$ cat src/sgmii_pkg.sv
/*
 * SGMII auto-negotiation types and config word layout (PHY to MAC direction).
 * Only the link, duplex, ack, speed and valid fields are interpreted.
 */
package sgmii_pkg;

    typedef logic [15:0] sgmii_cfg_t;

    typedef enum logic [2:0] {
        RESTART,
        SEARCH,
        COUNT,
        WAIT_ABILITY,
        WAIT_ACK,
        CONFIRM,
        WAIT_IDLE,
        DONE
    } an_phase_t;

    typedef enum logic [1:0] {
        SPEED_10 = 2'b00,
        SPEED_100 = 2'b01,
        SPEED_1000 = 2'b10,
        SPEED_RSVD = 2'b11
    } link_speed_t;

    localparam int CFG_VALID_BIT = 0;
    localparam int CFG_SPEED_LSB = 10;
    localparam int CFG_SPEED_MSB = 11;
    localparam int CFG_DUPLEX_BIT = 12;
    localparam int CFG_ACK_BIT = 14;
    localparam int CFG_LINK_BIT = 15;

endpackage

$ cat src/tbi_pkg.sv
/*
 * Decoded ten-bit interface code-groups, as delivered by an upstream 8b/10b decoder.
 * The K flag and the disparity error travel beside the byte and are not part of it.
 */
package tbi_pkg;

    typedef logic [7:0] tbi_byte_t;

    // Control code-groups, only meaningful with the K flag set
    localparam tbi_byte_t K28_5 = 8'hBC;
    localparam tbi_byte_t K28_1 = 8'h3C;
    localparam tbi_byte_t K_ZERO = 8'h00;

    // Data code-groups that follow the comma in the /C/ and /I/ ordered sets
    localparam tbi_byte_t D21_5 = 8'hB5;
    localparam tbi_byte_t D2_2 = 8'h42;
    localparam tbi_byte_t D5_6 = 8'hC5;
    localparam tbi_byte_t D16_2 = 8'h50;

endpackage

$ cat src/qsgmii_lane_demux.sv
/*
 * Splits the interleaved QSGMII byte stream into per-lane strobes.
 * The stream must carry one byte every clock. Bytes leave two clocks after they
 * arrive, and no lane_valid is issued before the first K28.1 after reset.
 */
`timescale 1ns/10ps

module qsgmii_lane_demux
    import tbi_pkg::*;
#(
    parameter int NUM_LANES = 4
)
(
    input  logic                 tbi_rx_clk,
    input  logic                 rst,
    input  tbi_byte_t            rx_byte,
    input  logic                 rx_is_k,
    input  logic                 rx_disp_err,
    output tbi_byte_t            lane_byte,
    output logic                 lane_is_k,
    output logic                 lane_disp_err,
    output logic [NUM_LANES-1:0] lane_valid,
    output logic                 lane_aligned
);

    localparam int LANE_W = (NUM_LANES > 1) ? $clog2(NUM_LANES) : 1;

    tbi_byte_t in_byte;
    logic in_is_k;
    logic in_disp_err;
    logic lane0_comma;
    logic [LANE_W-1:0] lane_cnt;
    logic [LANE_W-1:0] lane_cur;
    logic [NUM_LANES-1:0] lane_onehot;

    always_ff @(posedge tbi_rx_clk or posedge rst)
    begin
        if (rst)
        begin
            in_is_k <= 1'b0;
            in_disp_err <= 1'b0;
        end
        else
        begin
            in_is_k <= rx_is_k;
            in_disp_err <= rx_disp_err;
        end
    end

    always_ff @(posedge tbi_rx_clk)
    begin
        in_byte <= rx_byte;
        lane_byte <= lane0_comma ? K28_5 : in_byte;
    end

    // K28.1 only ever appears in lane 0 and pins the lane counter
    assign lane0_comma = in_is_k && (in_byte == K28_1);
    assign lane_cur = lane0_comma ? '0 : lane_cnt;

    always_comb
    begin
        lane_onehot = '0;
        lane_onehot[lane_cur] = 1'b1;
    end

    always_ff @(posedge tbi_rx_clk or posedge rst)
    begin
        if (rst)
        begin
            lane_cnt <= '0;
            lane_is_k <= 1'b0;
            lane_disp_err <= 1'b0;
            lane_valid <= '0;
            lane_aligned <= 1'b0;
        end
        else
        begin
            lane_cnt <= (lane_cur == LANE_W'(NUM_LANES - 1)) ? '0 : lane_cur + 1'b1;
            lane_is_k <= in_is_k;
            lane_disp_err <= in_disp_err;
            lane_aligned <= lane_aligned || lane0_comma;
            lane_valid <= (lane_aligned || lane0_comma) ? lane_onehot : '0;
        end
    end

    a_valid_onehot: assert property (@(posedge tbi_rx_clk) disable iff (rst)
        $onehot0(lane_valid) && (lane_aligned || (lane_valid == '0)));

endmodule

$ cat src/qsgmii_rx_top.sv
/*
 * QSGMII receive side: lane alignment, per-lane auto-negotiation and link status.
 * Expects 8b/10b decoded bytes at one per clock with no back-pressure.
 */
`timescale 1ns/10ps

module qsgmii_rx_top
    import tbi_pkg::*, sgmii_pkg::*;
#(
    parameter int NUM_LANES = 4,
    parameter int CFG_COUNT = 1000
)
(
    input  logic                        tbi_rx_clk,
    input  logic                        rst,
    input  tbi_byte_t                   rx_byte,
    input  logic                        rx_is_k,
    input  logic                        rx_disp_err,
    output logic                        lane_aligned,
    output logic        [NUM_LANES-1:0] an_start,
    output logic        [NUM_LANES-1:0] an_ack,
    output logic        [NUM_LANES-1:0] an_idle,
    output logic        [NUM_LANES-1:0] an_done,
    output logic        [NUM_LANES-1:0] link_up,
    output logic        [NUM_LANES-1:0] full_duplex,
    output link_speed_t [NUM_LANES-1:0] link_speed
);

    tbi_byte_t lane_byte;
    logic lane_is_k;
    logic lane_disp_err;
    logic [NUM_LANES-1:0] lane_valid;
    sgmii_cfg_t [NUM_LANES-1:0] lane_config;

    qsgmii_lane_demux #(.NUM_LANES(NUM_LANES)) u_demux (
        .tbi_rx_clk    (tbi_rx_clk),
        .rst           (rst),
        .rx_byte       (rx_byte),
        .rx_is_k       (rx_is_k),
        .rx_disp_err   (rx_disp_err),
        .lane_byte     (lane_byte),
        .lane_is_k     (lane_is_k),
        .lane_disp_err (lane_disp_err),
        .lane_valid    (lane_valid),
        .lane_aligned  (lane_aligned)
    );

    // Every receiver sees the shared byte but only acts on its own strobe
    for (genvar i = 0; i < NUM_LANES; i++)
    begin : g_lane
        sgmii_autoneg #(.CFG_COUNT(CFG_COUNT)) u_autoneg (
            .tbi_rx_clk          (tbi_rx_clk),
            .rst                 (rst),
            .rx_valid            (lane_valid[i]),
            .rx_byte             (lane_byte),
            .rx_is_k             (lane_is_k),
            .rx_disp_err         (lane_disp_err),
            .sgmii_autoneg_start (an_start[i]),
            .sgmii_autoneg_ack   (an_ack[i]),
            .sgmii_autoneg_idle  (an_idle[i]),
            .sgmii_autoneg_done  (an_done[i]),
            .sgmii_config        (lane_config[i])
        );
    end

    sgmii_link_status #(.NUM_LANES(NUM_LANES)) u_status (
        .tbi_rx_clk  (tbi_rx_clk),
        .rst         (rst),
        .an_done     (an_done),
        .lane_config (lane_config),
        .link_up     (link_up),
        .full_duplex (full_duplex),
        .link_speed  (link_speed)
    );

endmodule

$ cat src/sgmii_autoneg.sv
/*
 * SGMII auto-negotiation receiver for one lane, advanced by the rx_valid strobe.
 * Needs CFG_COUNT /C/ pairs after the first, then a valid ability word, its ack
 * and three more identical pairs, then two idle pairs. Any error restarts it.
 */
`timescale 1ns/10ps

module sgmii_autoneg
    import tbi_pkg::*, sgmii_pkg::*;
#(
    parameter int CFG_COUNT = 1000
)
(
    input  logic       tbi_rx_clk,
    input  logic       rst,
    input  logic       rx_valid,
    input  tbi_byte_t  rx_byte,
    input  logic       rx_is_k,
    input  logic       rx_disp_err,
    output logic       sgmii_autoneg_start,
    output logic       sgmii_autoneg_ack,
    output logic       sgmii_autoneg_idle,
    output logic       sgmii_autoneg_done,
    output sgmii_cfg_t sgmii_config
);

    localparam int CNT_W = $clog2(CFG_COUNT + 4);

    an_phase_t phase;
    an_phase_t pair_next;
    logic [2:0] pos;
    logic [CNT_W-1:0] cfg_cnt;
    sgmii_cfg_t cfg1;
    tbi_byte_t cfg2_lo;
    sgmii_cfg_t cfg2_full;
    logic is_comma;
    logic cfg_marker;
    logic cfg_byte_ok;
    logic idle_byte_ok;
    logic pair_mismatch;
    logic rx_error;

    assign is_comma = rx_is_k && (rx_byte == K28_5);
    assign cfg_marker = !rx_is_k && ((rx_byte == D21_5) || (rx_byte == D2_2));
    assign rx_error = rx_disp_err || (rx_is_k && (rx_byte == K_ZERO));

    // At the last position of a pair the current byte completes cfg2
    assign cfg2_full = {rx_byte, cfg2_lo};
    assign pair_mismatch = (cfg1 != cfg2_full);

    // A config pair is K28.5 D21.5 cfg1 cfg1 K28.5 D2.2 cfg2 cfg2
    always_comb
    begin
        case (pos)
        3'd0, 3'd4: cfg_byte_ok = is_comma;
        3'd1: cfg_byte_ok = !rx_is_k && (rx_byte == D21_5);
        3'd5: cfg_byte_ok = !rx_is_k && (rx_byte == D2_2);
        default: cfg_byte_ok = !rx_is_k;
        endcase
    end

    // Two idle pairs are /I1/ /I2/ /I1/ /I2/
    always_comb
    begin
        case (pos)
        3'd1, 3'd5: idle_byte_ok = !rx_is_k && (rx_byte == D5_6);
        3'd3, 3'd7: idle_byte_ok = !rx_is_k && (rx_byte == D16_2);
        default: idle_byte_ok = is_comma;
        endcase
    end

    always_comb
    begin
        pair_next = phase;
        case (phase)
        SEARCH: pair_next = COUNT;
        COUNT:
            if (cfg_cnt == CNT_W'(CFG_COUNT))
                pair_next = WAIT_ABILITY;
        WAIT_ABILITY:
            if (pair_mismatch)
                pair_next = RESTART;
            else if (cfg1[CFG_VALID_BIT])
                pair_next = WAIT_ACK;
        WAIT_ACK:
            if (pair_mismatch || !cfg1[CFG_VALID_BIT])
                pair_next = RESTART;
            else if (cfg2_full[CFG_ACK_BIT])
                pair_next = CONFIRM;
        CONFIRM:
            if (pair_mismatch || (cfg1 != sgmii_config))
                pair_next = RESTART;
            else if (cfg_cnt == CNT_W'(CFG_COUNT + 3))
                pair_next = WAIT_IDLE;
        default: pair_next = phase;
        endcase
    end

    always_ff @(posedge tbi_rx_clk)
    begin
        if (rx_valid)
        begin
            case (pos)
            3'd2: cfg1[7:0] <= rx_byte;
            3'd3: cfg1[15:8] <= rx_byte;
            3'd6: cfg2_lo <= rx_byte;
            default: ;
            endcase
        end
    end

    always_ff @(posedge tbi_rx_clk or posedge rst)
    begin
        if (rst)
        begin
            phase <= RESTART;
            pos <= 3'd0;
            cfg_cnt <= '0;
            sgmii_autoneg_start <= 1'b0;
            sgmii_autoneg_ack <= 1'b0;
            sgmii_autoneg_idle <= 1'b0;
            sgmii_autoneg_done <= 1'b0;
            sgmii_config <= '0;
        end
        else if (rx_valid)
        begin
            pos <= pos + 3'd1;
            case (phase)
            RESTART:
            begin
                phase <= SEARCH;
                pos <= 3'd0;
                cfg_cnt <= '0;
                sgmii_autoneg_start <= 1'b0;
                sgmii_autoneg_ack <= 1'b0;
                sgmii_autoneg_idle <= 1'b0;
                sgmii_autoneg_done <= 1'b0;
                sgmii_config <= '0;
            end
            SEARCH:
            begin
                // A bad comma or D21.5 only resyncs the search
                if (!cfg_byte_ok)
                begin
                    phase <= (pos < 3'd2) ? SEARCH : RESTART;
                    pos <= 3'd0;
                end
                else if (pos == 3'd7)
                    phase <= pair_next;
            end
            COUNT, WAIT_ABILITY, WAIT_ACK, CONFIRM:
            begin
                if (!cfg_byte_ok)
                    phase <= RESTART;
                else if (pos == 3'd2)
                begin
                    if ((phase == COUNT) || (phase == CONFIRM))
                        cfg_cnt <= cfg_cnt + 1'b1;
                    if (phase == COUNT)
                        sgmii_autoneg_start <= 1'b1;
                    if (phase == WAIT_ACK)
                        sgmii_autoneg_ack <= 1'b1;
                end
                else if (pos == 3'd7)
                begin
                    phase <= pair_next;
                    if ((phase == WAIT_ABILITY) || (phase == WAIT_ACK))
                        sgmii_config <= cfg1;
                end
            end
            WAIT_IDLE:
            begin
                sgmii_autoneg_idle <= 1'b1;
                if (!idle_byte_ok)
                    pos <= 3'd0;
                else if (pos == 3'd7)
                begin
                    phase <= DONE;
                    sgmii_autoneg_done <= 1'b1;
                end
            end
            DONE:
            begin
                // A new /C/ set means the link partner restarted negotiation
                if (rx_error || ((pos == 3'd1) && cfg_marker))
                begin
                    phase <= RESTART;
                    sgmii_autoneg_done <= 1'b0;
                end
                else
                    pos <= ((pos == 3'd0) && is_comma) ? 3'd1 : 3'd0;
            end
            endcase
        end
    end

    // Done can only be reached through every earlier step of the sequence
    a_done_in_done: assert property (@(posedge tbi_rx_clk) disable iff (rst)
        sgmii_autoneg_done |-> (phase == DONE) && sgmii_autoneg_start
            && sgmii_autoneg_ack && sgmii_autoneg_idle);

endmodule

$ cat src/sgmii_link_status.sv
/*
 * Per-lane link status taken from the config word when negotiation completes.
 * Status holds while an_done stays high and clears when it falls.
 */
`timescale 1ns/10ps

module sgmii_link_status
    import sgmii_pkg::*;
#(
    parameter int NUM_LANES = 4
)
(
    input  logic                              tbi_rx_clk,
    input  logic                              rst,
    input  logic        [NUM_LANES-1:0]       an_done,
    input  sgmii_cfg_t  [NUM_LANES-1:0]       lane_config,
    output logic        [NUM_LANES-1:0]       link_up,
    output logic        [NUM_LANES-1:0]       full_duplex,
    output link_speed_t [NUM_LANES-1:0]       link_speed
);

    logic [NUM_LANES-1:0] done_q;

    function automatic link_speed_t decode_speed(input logic [1:0] field);
        link_speed_t speed;
        case (field)
        2'b00: speed = SPEED_10;
        2'b01: speed = SPEED_100;
        2'b10: speed = SPEED_1000;
        default: speed = SPEED_RSVD;
        endcase
        return speed;
    endfunction

    always_ff @(posedge tbi_rx_clk or posedge rst)
    begin
        if (rst)
        begin
            done_q <= '0;
            link_up <= '0;
            full_duplex <= '0;
            for (int i = 0; i < NUM_LANES; i++)
                link_speed[i] <= SPEED_10;
        end
        else
        begin
            done_q <= an_done;
            for (int i = 0; i < NUM_LANES; i++)
            begin
                if (an_done[i] && !done_q[i])
                begin
                    link_up[i] <= lane_config[i][CFG_LINK_BIT];
                    full_duplex[i] <= lane_config[i][CFG_DUPLEX_BIT];
                    link_speed[i] <= decode_speed(lane_config[i][CFG_SPEED_MSB:CFG_SPEED_LSB]);
                end
                else if (!an_done[i] && done_q[i])
                begin
                    link_up[i] <= 1'b0;
                    full_duplex[i] <= 1'b0;
                    link_speed[i] <= SPEED_10;
                end
            end
        end
    end

    for (genvar i = 0; i < NUM_LANES; i++)
    begin : g_chk
        a_link_needs_done: assert property (@(posedge tbi_rx_clk) disable iff (rst)
            $rose(link_up[i]) |-> an_done[i]);
    end

endmodule

$ cat config.mk
export PLATFORM = sky130hd
export DESIGN_NAME = qsgmii_rx_top
export DESIGN_NICKNAME = d
export VERILOG_FILES = /design/src/sgmii_pkg.sv /design/src/tbi_pkg.sv /design/src/qsgmii_lane_demux.sv /design/src/qsgmii_rx_top.sv /design/src/sgmii_autoneg.sv /design/src/sgmii_link_status.sv
export SDC_FILE = /design/constraint.sdc
export NUM_CORES = 1
export LEC_CHECK = 0
export BUFFER_PORTS_ARGS = -buffer_cell sky130_fd_sc_hd__buf_2
export CAP_MARGIN = 20
export CORE_MARGIN = 4
export CORE_UTILIZATION = 60
export DETAILED_ROUTE_END_ITERATION = 8
export HOLD_SLACK_MARGIN = 0.03
export PLACE_DENSITY = 0.82
export SLEW_MARGIN = 20
export SYNTH_ARGS = -nofsm -noshare
export SYNTH_HDL_FRONTEND = slang
export SYNTH_HIERARCHICAL = 1
export SYNTH_SLANG_ARGS = --single-unit
$ cat constraint.sdc
create_clock -name tbi_rx_clk -period 7.07 [get_ports tbi_rx_clk]
set_input_delay 1.414 -clock tbi_rx_clk [delete_from_list [all_inputs] [get_ports tbi_rx_clk]]
set_output_delay 1.414 -clock tbi_rx_clk [all_outputs]
set_load 0.05 [all_outputs]
Yosys cells after proc, flatten, opt, wreduce, memory -nomap -nowiden

Index checks and enable logic that the tools add are counted.

Bits in registers: 287
Bits of input ports: 12
Output and inout port bits: 33

Add/subtract/negate cells: 9
Order comparisons: 6
Eq/ne operators: 135
Multiplexer cells: 213
Reductions and logical operators: 146

Operator list:

| cell                                                   | number |
|---|---|
| two-way mux 16 bit                                     | 16 |
| two-way mux 3 bit                                      | 68 |
| inequality test 16 bit                                 | 8 |
| one-hot mux 16 bit (2 select lines)                    | 4 |
| two-way mux 10 bit                                     | 12 |
| one-hot mux 3 bit (5 select lines)                     | 8 |
| AND reduction 5 bit                                    | 20 |
| equality test 3 bit (second input constant)            | 32 |
| equality test 10 bit (second input constant)           | 8 |
| inequality test 2 x 1 -> 1 bit (second input constant) | 40 |
| one-hot mux 10 bit (2 select lines)                    | 4 |
| two-way mux 1 bit                                      | 57 |
| equality test 3 x 2 -> 1 bit (second input constant)   | 16 |
| one-hot mux 3 bit (4 select lines)                     | 4 |
| adder 10 x 1 -> 10 bit (second input constant)         | 4 |
| one-hot mux 1 bit (2 select lines)                     | 16 |
| AND reduction 2 bit                                    | 16 |
| logical AND 1 bit                                      | 25 |
| equality test 3 x 1 -> 1 bit (second input constant)   | 8 |
| equality test 8 bit (second input constant)            | 3 |
| zero test 3 bit                                        | 8 |
| one-hot mux 1 bit (3 select lines)                     | 8 |
| one-hot mux 2 bit (3 select lines)                     | 4 |
| AND reduction 6 bit                                    | 4 |
| other kinds (22)                                       | 116 |

Logic depth before layout (Yosys ltp)

Gate-level depths: netlist of the first run.

Word-level depth: 8
Depth in mapped cells: 11
Mapped depth without buffers: 9

Cells and area by module

Netlist of the first run, hierarchy kept.

By module, submodules not included:

| module                                   | times used | cells an instance | area an instance (um^2) |
|---|---|---|---|
| sgmii_autoneg at g_lane[2].u_autoneg ... | 2          | 339               | 3,462.1 |
| sgmii_autoneg at g_lane[1].u_autoneg     | 1          | 340               | 3,502.1 |
| sgmii_autoneg at g_lane[0].u_autoneg     | 1          | 342               | 3,301.9 |
| qsgmii_lane_demux                        | 1          | 66                | 885.8 |
| sgmii_link_status                        | 1          | 61                | 764.5 |

Worst setup path after synthesis of the first run

Ideal clock, no wire load.

Kind: reg-to-reg
Start: register u_demux.lane_byte[0]
End: register g_lane[1].u_autoneg.sgmii_config[0]
Setup time: 0.079 ns
Arrival: 2.718 ns
Path slack: 4.273 ns
Cell stages (with the launch flop): 10
Buffers on the path: 2
Path through: dfxtp_1 or3_4 or4_4 a41oi_4 and2_4 o2111ai_2 a21boi_2 buf_6 buf_12 mux2i_1

Cells in the longest elaborated chain, start to end: 5
Elaborated cells on any way between the ends: 9

RTL lines:

| item                                                 | RTL line                                                      | source |
|---|---|---|
| start: declaration                                   | qsgmii_lane_demux.sv:19                                       | `output tbi_byte_t lane_byte,` |
| start signal: assignment                             | qsgmii_lane_demux.sv:53                                       | `lane_byte <= lane0_comma ? K28_5 : in_byte;` |
| equality test 8 x 7 -> 1 bit (tied with other cells) | sgmii_autoneg.sv:57                                           | `3'd5: cfg_byte_ok = !rx_is_k && (rx_byte == D2_2);` |
| logical AND 1 bit, on equally long branches          | sgmii_autoneg.sv:57, sgmii_autoneg.sv:43, sgmii_autoneg.sv:56 |  |
| one-hot mux 1 bit (3 select lines) *                 | sgmii_autoneg.sv:54                                           | `case (pos)` |
| inequality test 2 x 1 -> 1 bit (no line) *           | -                                                             |  |
| AND reduction 6 bit (no line) *                      | -                                                             |  |
| end signal: assignment                               | sgmii_autoneg.sv:168                                          | `sgmii_config <= cfg1;` |
| end: declaration                                     | sgmii_autoneg.sv:24                                           | `output sgmii_cfg_t sgmii_config` |

Every way passes the cells marked *; elsewhere a longest branch is shown, timed or not.
A chain may end at the register's enable or synchronous reset.

Final worst setup path of the first run

Start: register u_demux.lane_is_k
End: register g_lane[1].u_autoneg.sgmii_config[7]

Cells in the longest elaborated chain, start to end: 5
Elaborated cells on any way between the ends: 7

RTL lines:

| item                                        | RTL line                                                      | source |
|---|---|---|
| start: declaration                          | qsgmii_lane_demux.sv:20                                       | `output logic lane_is_k,` |
| start signal: assignment                    | qsgmii_lane_demux.sv:79                                       | `lane_is_k <= in_is_k;` |
| zero test 1 bit                             | sgmii_autoneg.sv:56, sgmii_autoneg.sv:57, sgmii_autoneg.sv:58 |  |
| logical AND 1 bit, on equally long branches | sgmii_autoneg.sv:57, sgmii_autoneg.sv:56                      |  |
| one-hot mux 1 bit (3 select lines) *        | sgmii_autoneg.sv:54                                           |  |
| inequality test 2 x 1 -> 1 bit (no line) *  | -                                                             |  |
| AND reduction 6 bit (no line) *             | -                                                             |  |

Marked as above.

==> results of run 1 <==
[metal layers]
metal  wire (µm)  GRT usage [%]
met4         866          6.740
met3        2258          3.123
met1       15220          35.10
met5           0              0
met2       16720          39.41
[power breakdown]
part | switching (W) | internal, W
logic | 0.000411 | 0.000219
clock network | 0.000688 | 0.00106
registers | 0.000133 | 0.00178
[Yosys cell counts (7+ instances only)]
cell / number
dfrtp_1: 175
nand2_1: 158
inv_1: 102
edfxtp_1: 96
nor2_1: 85
xnor2_1: 81
xor2_1: 72
o21ai_0: 54
clkbuf_1: 51
mux2i_1: 51
a21oi_1: 47
nand4_1: 46
ha_1: 40
nand3_1: 35
nor4_1: 26
nor3_1: 24
o31ai_1: 21
and3_1: 20
a31oi_1: 19
o22ai_1: 17
dfxtp_1: 16
or4_1: 13
a22o_1: 12
and2_1: 12
o211ai_1: 10
or3_1: 10
nand4bb_1: 9
buf_4: 8
nand2b_1: 8
nor2b_1: 8
buf_2: 7
nand3b_1: 7
nand4b_1: 7
[layout make-up]
class                   instances  share of cell area [%]
clock buffers                  38                   4.922
inverters                     102                   2.265
clock inverters                19                   1.688
well taps                     330                   2.443
repair buffers                 59                   1.969
multi-input cells            1026                   41.86
flip-flops and latches        287                   44.86
[critical path: stages (launching register included)]
cell       delay, ns
dfrtp_1         0.85
nand2b_1        0.19
or4_2           0.66
nand4_1         0.19
and2_4          0.20
o2111ai_2       0.13
a21boi_4        0.62
mux2i_1         0.26
[through the flow]
| step | std cells | util, % | cell area, µm² | worst slack [ns] | hold slack [ns] |
|---|---|---|---|---|---|
| 2_1_floorplan | 1487 | - | 15380 | 4.273 | 0.3312 |
| 3_3_place_gp | 1804 | 62.63 | 15770 | 3.749 | 0.3400 |
| 3_5_place_dp | 1804 | 62.66 | 15780 | 3.627 | 0.3457 |
| 4_1_cts | 1861 | 67.10 | 16900 | 3.622 | 0.3600 |
| 5_1_grt | 1861 | 67.13 | 16900 | 3.635 | 0.3780 |
| 6_report | 1861 | 67.13 | 16900 | 3.865 | 0.3577 |
[state kept, by name, indices dropped and copies added (netlist names), 8 cells and up]
register and cells:
g_lane.u_autoneg/phase 12, g_lane.u_autoneg/cfg1 64, u_demux/in_byte 8, u_status/link_speed 8, g_lane.u_autoneg/sgmii_config 64, u_demux/lane_byte 8, g_lane.u_autoneg/cfg2_lo 32, g_lane.u_autoneg/cfg_cnt 40
g_lane.u_autoneg/pos 12
[logic make-up after synthesis]
logic type | count (synthesis)
mux | 51
simple gates | 511
fa+ha+maj | 40
buf+inv | 174
flops | 287
xor+xnor | 153
compound gates | 271
[final timing paths]
path                                                     endpoint  slack, ns  cells after the start
min in group asynchronous                   u_demux/lane_valid[1]       0.98                      2
max in group asynchronous  g_lane[1].u_autoneg/sgmii_autoneg_done       5.61                      3
max                           g_lane[1].u_autoneg/sgmii_config[7]       3.86                      7
max reg2reg                   g_lane[1].u_autoneg/sgmii_config[7]       3.86                      7
min                                         u_demux/lane_disp_err       0.36                      0
min reg2reg                                 u_demux/lane_disp_err       0.36                      0
==> impl_metrics.env, run 1 <==
export IMPL_antenna_found_initial=0
export IMPL_start_kind="flop"
export IMPL_synthDistinctLibCells=101
export IMPL_clk_transition_reported_paths_ns=0.06
export IMPL_maxSlewHeadroom_pct=27.73
export IMPL_cp_arrival_ns=3.67
export IMPL_routed_wl_um=35060
export IMPL_cts_path_max_buffers=3
export IMPL_via_per_inst=6.202
export IMPL_post_route_period_util_pct=45.33
export IMPL_hold_class="reg -> reg"
export IMPL_hold_viol=0
export IMPL_nets=1559
export IMPL_worst_pin_slew_ns=1.084
export IMPL_core_mm2=0.02518
export IMPL_multi_input_area_mm2=0.007076
export IMPL_worst_skew_pair_late_latency_ns=0.55
export IMPL_hold_buffers=0
export IMPL_avgSynthCellArea_um2=10.34
export IMPL_synth_seq_cells=287
export IMPL_yosys_area_share_xor_xnor_pct=8.714
export IMPL_finalPower_w=0.004298
export IMPL_ant_nets=0
export IMPL_yosys_area_share_simple_pct=17.92
export IMPL_timing_rr_start="u_demux/lane_is_k"
export IMPL_yosys_area_share_adder_pct=3.254
export IMPL_nFillCells=1852
export IMPL_ys_warn_count=6
export IMPL_regArea_mm2=0.007582
export IMPL_worstSetupPathType="reg -> reg"
export IMPL_synthMuxAreaShare_pct=3.320
export IMPL_syn_area_mm2=0.01538
export IMPL_cts_num_sinks=287
export IMPL_gr_usage_all_layers_pct=24.38
export IMPL_grt_pass1_vias=11230
export IMPL_startpoint="u_demux/lane_is_k"
export IMPL_synth_compound_area_share_pct=12.71
export IMPL_skew_ns=0.01725
export IMPL_crit_fanout=24
export IMPL_setup_tns_final_ns=0
export IMPL_synth_edf_count=96
export IMPL_grt_pass1_wl_um=57830
export IMPL_area_growth_syn_to_layout_pct=9.918
export IMPL_die_w_um=168.1
export IMPL_dieArea_mm2=0.02826
export IMPL_ios=45
export IMPL_powerDensity_mw_per_mm2=254.2
export IMPL_post_cts_setup_buffers=0
export IMPL_hpwl_um=23110
export IMPL_synth_top_family_by_area="simple AND/OR/NAND/NOR gates"
export IMPL_layout_commonest_cell="dfrtp_1"
export IMPL_grt_remaining_overflow=0
export IMPL_diodes=0
export IMPL_finalSetupViolations=0
export IMPL_min_from="u_demux/in_disp_err"
export IMPL_max_freq_mhz=312.0
export IMPL_root_buffer="clkbuf_16"
export IMPL_irDropWorstVdd_mv=0.2214
export IMPL_yosysTopAreaCellShare_pct=28.48
export IMPL_avgRoutedWirePerCell_um=18.84
export IMPL_die_h_um=168.1
export IMPL_worst_setup_path_end_kind="flop"
export IMPL_layout_common_cells="dfrtp_1, nand2_1, inv_1"
export IMPL_drc=0
export IMPL_drt_iter0_markers=1102
export IMPL_cts_tree="yes"
export IMPL_h_tree_depth=1
export IMPL_drv_slew=0
export IMPL_rsz0062_at_grt="no"
export IMPL_place_gp_congestion=0.9252
export IMPL_period_minus_slack_ns=3.205
export IMPL_status="completed"
export IMPL_cts_inserted_buffers=31
export IMPL_maxCapViolations=0
export IMPL_synthCells=1487
export IMPL_firstDrtPassIters=7
export IMPL_ys_flop_type="dfrtp_1"
export IMPL_grt_max_degree=39
export IMPL_post_cts_resized=0
export IMPL_drive_gt1_share_pct=10.84
export IMPL_start_util_pct=61.07
export IMPL_leakagePower_nw=6.800
export IMPL_async_reset_ff_share_pct=60.98
export IMPL_row_count=58
export IMPL_synth_top_cell_by_area="dfrtp_1"
export IMPL_netlist_top_cells_area="dfrtp_1, edfxtp_1, xnor2_1"
export IMPL_portBuffers=44
export IMPL_worstPathRequired_ns=7.54
export IMPL_syn_num_nets=1539
export IMPL_ys_seq_area_share_pct=49.30
export IMPL_via_count=11540
Power figures use the tool's default switching activity.
==> inputs of run 2 (changes only) <==
Settings changed: ABC_AREA set to 1, CORE_UTILIZATION 60 to 57.
Clock period 7.07 ns to 2.8 ns, I/O delays scaled along.
==> impl_metrics.env, run 2 <==
export IMPL_reg_top3="g_lane.u_autoneg/cfg1 (64), g_lane.u_autoneg/sgmii_config (64), g_lane.u_autoneg/cfg_cnt (40)"
export IMPL_grt_pass1_wl_um=71390
export IMPL_diodes=0
export IMPL_grt_remaining_overflow=0
export IMPL_maxSlewHeadroom_pct=36.94
export IMPL_drt_iter0_markers=1327
export IMPL_drv_slew=0
export IMPL_yosys_area_share_adder_pct=2.876
export IMPL_synth_edf_count=96
export IMPL_p_sw_w=0.003726
export IMPL_worstPathRequired_ns=3.18
export IMPL_grt_busiest_layer="met2"
export IMPL_final_cell_area_mm2=0.01927
export IMPL_synthDistinctLibCells=43
export IMPL_yosys_top_cells_count="nand2_1, inv_1, nor2_1"
export IMPL_status="completed"
export IMPL_timing_rr_start="u_demux/lane_byte[5]"
export IMPL_startpoint="u_demux/lane_byte[5]"
export IMPL_die_h_um=182.7
export IMPL_cp_arrival_ns=2.95
export IMPL_synthMostInstantiatedCell="nand2_1"
export IMPL_gr_usage_all_layers_pct=25.56
export IMPL_worst_setup_path_end_kind="flop"
export IMPL_via_count=15460
export IMPL_cp_depth=10
export IMPL_h_tree_depth=2
export IMPL_hpwl_um=30070
export IMPL_drc=0
export IMPL_start_util_pct=58.24
export IMPL_cts_num_sinks=287
export IMPL_die_w_um=182.7
export IMPL_leakagePower_nw=9.409
export IMPL_skew_ns=0.01174
export IMPL_yosysTopAreaCellShare_pct=25.17
export IMPL_clk_transition_reported_paths_ns=0.06
export IMPL_cts_path_max_buffers=3
export IMPL_hold_viol=0
export IMPL_worstSetupPathType="reg -> reg"
export IMPL_final_util_pct=64.51
export IMPL_start_kind="flop"
export IMPL_synthCells=2376
export IMPL_worst_pin_slew_ns=0.9400
export IMPL_seq_power_share_pct=41.2
export IMPL_row_count=63
export IMPL_finalPower_w=0.01171
export IMPL_slowest_delay_ns=0.69
export IMPL_crit_fanout=32
export IMPL_synth_top_family_by_area="simple AND/OR/NAND/NOR gates"
export IMPL_yosys_area_share_simple_pct=33.26
export IMPL_reg2reg_slack_ns=0.22
export IMPL_powerDensity_mw_per_mm2=607.6
export IMPL_cts_tree="yes"
export IMPL_ys_seq_area_share_pct=43.58
export IMPL_rsz0062_at_grt="no"
export IMPL_path_buf_inv=1
export IMPL_hold_class="in -> async"
export IMPL_finalSetupViolations=0
export IMPL_cpMaxStageDelayCell="dfxtp_1"
export IMPL_setup_tns_final_ns=0
export IMPL_syn_area_mm2=0.01740
export IMPL_grt_pass1_vias=15030
export IMPL_drive_gt1_share_pct=11.06
export IMPL_max_freq_mhz=387.7
export IMPL_maxCapViolations=0
export IMPL_async_reset_ff_share_pct=60.98
export IMPL_syn_num_nets=2428
export IMPL_routed_wl_um=42520
export IMPL_netlist_top_cells_area="dfrtp_1, nand2_1, edfxtp_1"
export IMPL_crit_family="simple AND/OR/NAND/NOR gates"
export IMPL_ys_warn_count=6
export IMPL_switching_share_pct=31.82
export IMPL_worst_skew_pair_late_latency_ns=0.52
export IMPL_power_frac_comb_pct=19.7
export IMPL_root_buffer="clkbuf_16"
export IMPL_period_minus_slack_ns=2.579
export IMPL_synthMuxAreaShare_pct=0
export IMPL_nets=2502
export IMPL_r2r_cells=10
export IMPL_met3_usage_pct=3.329
export IMPL_ys_flop_type="dfrtp_1"
export IMPL_synth_top_cell_by_area="dfrtp_1"
export IMPL_dieArea_mm2=0.03339
export IMPL_crit_path_cell_trace="buf_4 > nand2_1 > nor3_4 > nand3_1 > nand4_1 > nand2_2 > o21ai_2 > nand2_2 > nand2_1 > o21ai_1"
export IMPL_endpoint="g_lane[1].u_autoneg/sgmii_config[9]"
export IMPL_timing_rr_end="g_lane[1].u_autoneg/sgmii_config[9]"
export IMPL_core_mm2=0.02987
export IMPL_area_growth_syn_to_layout_pct=10.76
export IMPL_synth_compound_area_share_pct=7.219
export IMPL_via_per_inst=5.392
export IMPL_dpl_cell_area_mm2=0.01809
export IMPL_grt_max_degree=37
export IMPL_grt_use_met2_pct=43.32
export IMPL_whs_ns=0.1237
export IMPL_place_gp_congestion=0.9244
export IMPL_firstDrtPassIters=6
export IMPL_met1_usage_pct=33.86
export IMPL_portBuffers=44
export IMPL_layout_common_cells="nand2_1, inv_1, nor2_1"
export IMPL_internal_power_w=0.007985
export IMPL_avgRoutedWirePerCell_um=14.83
export IMPL_clkPwrFrac_pct=39.1
export IMPL_antenna_found_initial=0
export IMPL_ant_nets=0
export IMPL_cts_inserted_buffers=35
export IMPL_layout_commonest_cell="nand2_1"
export IMPL_ios=45
export IMPL_yosys_area_share_xor_xnor_pct=3.221
export IMPL_post_cts_setup_buffers=0
export IMPL_avgSynthCellArea_um2=7.323
export IMPL_irDropWorstVdd_mv=0.5023
export IMPL_post_route_period_util_pct=92.12
export IMPL_synth_seq_cells=287
==> run 2: cell types whose count changed after synthesis, sizes merged, moves of 40 or more <==
| cell | delta |
|---|---|
| clkbuf | -40 |
| inv | +268 |
| mux2i | -51 |
| nand2 | +727 |
| nand3 | +117 |
| nor2 | +159 |
| o21ai | +102 |
| xnor2 | -48 |
| xor2 | -41 |
==> run 2: final cells by class <==
cell class | count | area [µm²]
clock inverter | 20 | 225.2
sequential | 287 | 7584
inverter | 370 | 1399
tap | 390 | 488.0
fill | 2510 | 10600
multi-input combinational | 1676 | 8123
clock buffer | 44 | 939.7
timing repair buffer | 80 | 515.5
==> run 2: cells by family after synthesis <==
family,after synthesis
AND/OR/NAND/NOR,1371
buffers and inverters,414
flip-flops,287
AO/OA/AOI/OAI,200
XOR/XNOR,64
adder cells (fa/ha/maj),40
==> run 2: worst min-delay path by stage <==
stage                        start               endpoint  slack [ns]  cells past startpoint
2_1_floorplan  u_demux/in_disp_err  u_demux/lane_disp_err        0.33                      0
3_3_place_gp   u_demux/in_disp_err  u_demux/lane_disp_err        0.34                      0
4_1_cts                        rst  u_demux/lane_valid[2]        0.12                      2
6_report                       rst  u_demux/lane_valid[2]        0.12                      2
3_5_place_dp   u_demux/in_disp_err  u_demux/lane_disp_err        0.33                      0
5_1_grt                 rx_byte[1]     u_demux/in_byte[1]        0.13                      1
==> run 2: repair_timing <==
item | 4_1_cts | 5_1_grt
endpoints found under the setup margin | 0 | 43
gates resized for setup | 0 | 3
hold endpoints to repair | 0 | 0
hold buffers | 0 | 0
==> run 2: per-stage QoR <==
| stage | instances | setup slack, ns |
|---|---|---|
| 2_1_floorplan | 2376 | 0.5604 |
| 3_3_place_gp | 2802 | 0.3583 |
| 3_5_place_dp | 2802 | 0.2505 |
| 4_1_cts | 2866 | 0.2193 |
| 5_1_grt | 2867 | 0.03313 |
| 6_report | 2867 | 0.2206 |
==> run 2: routing by layer <==
layer  up-vias  wire, µm
li1       7557         -
met1      7210     18090
met2       573     20240
met3       119      2816
met4         0      1374
met5         -         0
==> run 2: power groups by stage <==
stage / clock, W / combinational (W) / sequential (W)
6_report: 0.00457 / 0.00231 / 0.00483
5_1_grt: 0.00485 / 0.00260 / 0.00486
4_1_cts: 0.00467 / 0.00229 / 0.00482
3_5_place_dp: 0 / 0.00228 / 0.00490
3_3_place_gp: 0 / 0.00222 / 0.00489
2_1_floorplan: 0 / 0.00180 / 0.00488
==> inputs of run 3 (changes only) <==
Settings changed: MAX_ROUTING_LAYER set to met4, SKIP_LAST_GASP set to 1.
==> impl_metrics.env, run 3 (synthesis gave the netlist of run 2 again) <==
export IMPL_clk_transition_reported_paths_ns=0.06
export IMPL_root_buffer="clkbuf_16"
export IMPL_maxSlewHeadroom_pct=32.74
export IMPL_layout_common_cells="nand2_1, inv_1, nor2_1"
export IMPL_leakagePower_nw=9.378
export IMPL_place_gp_congestion=0.9555
export IMPL_h_tree_depth=2
export IMPL_timing_rr_start="u_demux/lane_byte[5]"
export IMPL_dieArea_mm2=0.03339
export IMPL_power_frac_comb_pct=20.0
export IMPL_drive_gt1_share_pct=10.68
export IMPL_drt_iter0_markers=1365
export IMPL_avgRoutedWirePerCell_um=14.92
export IMPL_maxCapViolations=0
export IMPL_r2r_cells=10
export IMPL_grt_max_degree=37
export IMPL_area_growth_syn_to_layout_pct=10.27
export IMPL_grt_remaining_overflow=0
export IMPL_gr_usage_all_layers_pct=26.30
export IMPL_start_kind="flop"
export IMPL_reg2reg_slack_ns=0.16
export IMPL_portBuffers=44
export IMPL_via_per_inst=5.321
export IMPL_grt_pass1_wl_um=71240
export IMPL_powerDensity_mw_per_mm2=600.1
export IMPL_via_count=15220
export IMPL_layout_commonest_cell="nand2_1"
export IMPL_routed_wl_um=42690
export IMPL_drv_slew=0
export IMPL_seq_power_share_pct=41.9
export IMPL_cts_num_sinks=287
export IMPL_grt_pass1_vias=14710
export IMPL_p_sw_w=0.003666
export IMPL_finalSetupViolations=0
export IMPL_cts_path_max_buffers=3
export IMPL_hold_class="in -> async"
export IMPL_die_h_um=182.7
export IMPL_endpoint="g_lane[1].u_autoneg/sgmii_config[2]"
export IMPL_irDropWorstVdd_mv=0.4622
export IMPL_ios=45
export IMPL_startpoint="u_demux/lane_byte[5]"
export IMPL_cts_inserted_buffers=34
export IMPL_worst_skew_pair_late_latency_ns=0.52
export IMPL_drc=0
export IMPL_firstDrtPassIters=6
export IMPL_antenna_found_initial=0
export IMPL_internal_power_w=0.007847
export IMPL_rsz0062_at_grt="no"
export IMPL_clkPwrFrac_pct=38.0
export IMPL_diodes=0
export IMPL_switching_share_pct=31.84
export IMPL_finalPower_w=0.01151
export IMPL_max_freq_mhz=378.8
export IMPL_post_route_period_util_pct=94.28
export IMPL_skew_ns=0.02563
export IMPL_worstPathRequired_ns=3.17
export IMPL_cts_tree="yes"
export IMPL_setup_tns_final_ns=0
export IMPL_worst_pin_slew_ns=1.003
export IMPL_crit_fanout=32
export IMPL_worstSetupPathType="reg -> reg"
export IMPL_nFillCells=2462
export IMPL_cp_arrival_ns=3.01
export IMPL_start_util_pct=58.24
export IMPL_hpwl_um=30200
export IMPL_status="completed"
export IMPL_worst_setup_path_end_kind="flop"
export IMPL_row_count=63
export IMPL_hold_buffers=0
export IMPL_nets=2498
export IMPL_period_minus_slack_ns=2.640
export IMPL_hold_viol=0
export IMPL_ant_nets=0
export IMPL_timing_rr_end="g_lane[1].u_autoneg/sgmii_config[2]"
export IMPL_reg_top3="g_lane.u_autoneg/cfg1 (64), g_lane.u_autoneg/sgmii_config (64), g_lane.u_autoneg/cfg_cnt (40)"
export IMPL_core_mm2=0.02987
export IMPL_die_w_um=182.7
run 3: changes by cell type in the layout (fill, tap and decap cells not counted), sizes merged:
cell	before	now
clkbuf	44	41
inv	373	370
buf	80	78
clkinv	11	17
o21bai	5	4
bufinv	4	3
clkinvlp	2	0
run 3: stage by stage:
stage	cells	worst slack, ns	hold slack [ns]	area (µm²)	utilization [%]
after floorplan	2376	0.5604	0.3312	17400	-
after global placement	2800	0.3758	0.3395	18090	60.54
after detailed placement	2800	0.2296	0.3480	18090	60.54
after CTS	2861	0.2374	0.1258	19190	64.23
after global routing	2861	0.02187	0.1408	19190	64.23
final	2861	0.1603	0.1304	19190	64.23
run 3: timing repair:
action / CTS / global route
setup endpoints to repair: 0 / 1
gates resized for setup: 0 / 1
setup buffers: 0 / 0
run 3: worst min path at each step:
| stage | slack (ns) | to | startpoint | cells past startpoint |
|---|---|---|---|---|
| floorplan | 0.33 | u_demux/lane_disp_err | u_demux/in_disp_err | 0 |
| global placement | 0.34 | u_demux/lane_disp_err | u_demux/in_disp_err | 0 |
| detailed placement | 0.35 | u_demux/lane_byte[6] | u_demux/in_byte[6] | 0 |
| CTS | 0.13 | u_demux/lane_aligned | rst | 2 |
| global route | 0.14 | u_demux/in_byte[5] | rx_byte[5] | 1 |
| finish | 0.13 | u_demux/lane_aligned | rst | 2 |
run 3: cell type report:
class / count / area [µm²] / area share (%)
clock buffers: 41 / 928.4 / 4.839
repair buffers: 78 / 513.0 / 2.674
well taps: 390 / 488.0 / 2.543
inverters: 370 / 1399 / 7.290
flip-flops and latches: 287 / 7582 / 39.52
multi-input cells: 1675 / 8104 / 42.24
clock inverters: 20 / 172.7 / 0.8999
run 3: power groups by stage:
stage	Clock [W]	Combinational (W)	Sequential, W
floorplan	0	0.00180	0.00488
finish	0.00438	0.00231	0.00483
CTS	0.00446	0.00229	0.00482
global placement	0	0.00222	0.00489
global route	0.00464	0.00258	0.00486
detailed placement	0	0.00227	0.00489
run 3: worst max-delay path, stage by stage, from the launching register on:
cell and delay [ns]:
dfxtp_1 0.72, buf_4 0.35, nand2_1 0.12, nor3_4 0.17
nand3_1 0.13, nand4_1 0.13, nand2_2 0.11, o21ai_2 0.14
nand2_2 0.37, nand2_1 0.18, o21ai_1 0.08
run 3: routing by layer:
layer,GRT usage (%),vias to the layer above,wire [µm]
met3,3.847,107,3095
met5,-,-,0
met4,8.166,0,1331
met2,42.90,573,20160
li1,-,7543,-
met1,34.26,6999,18100
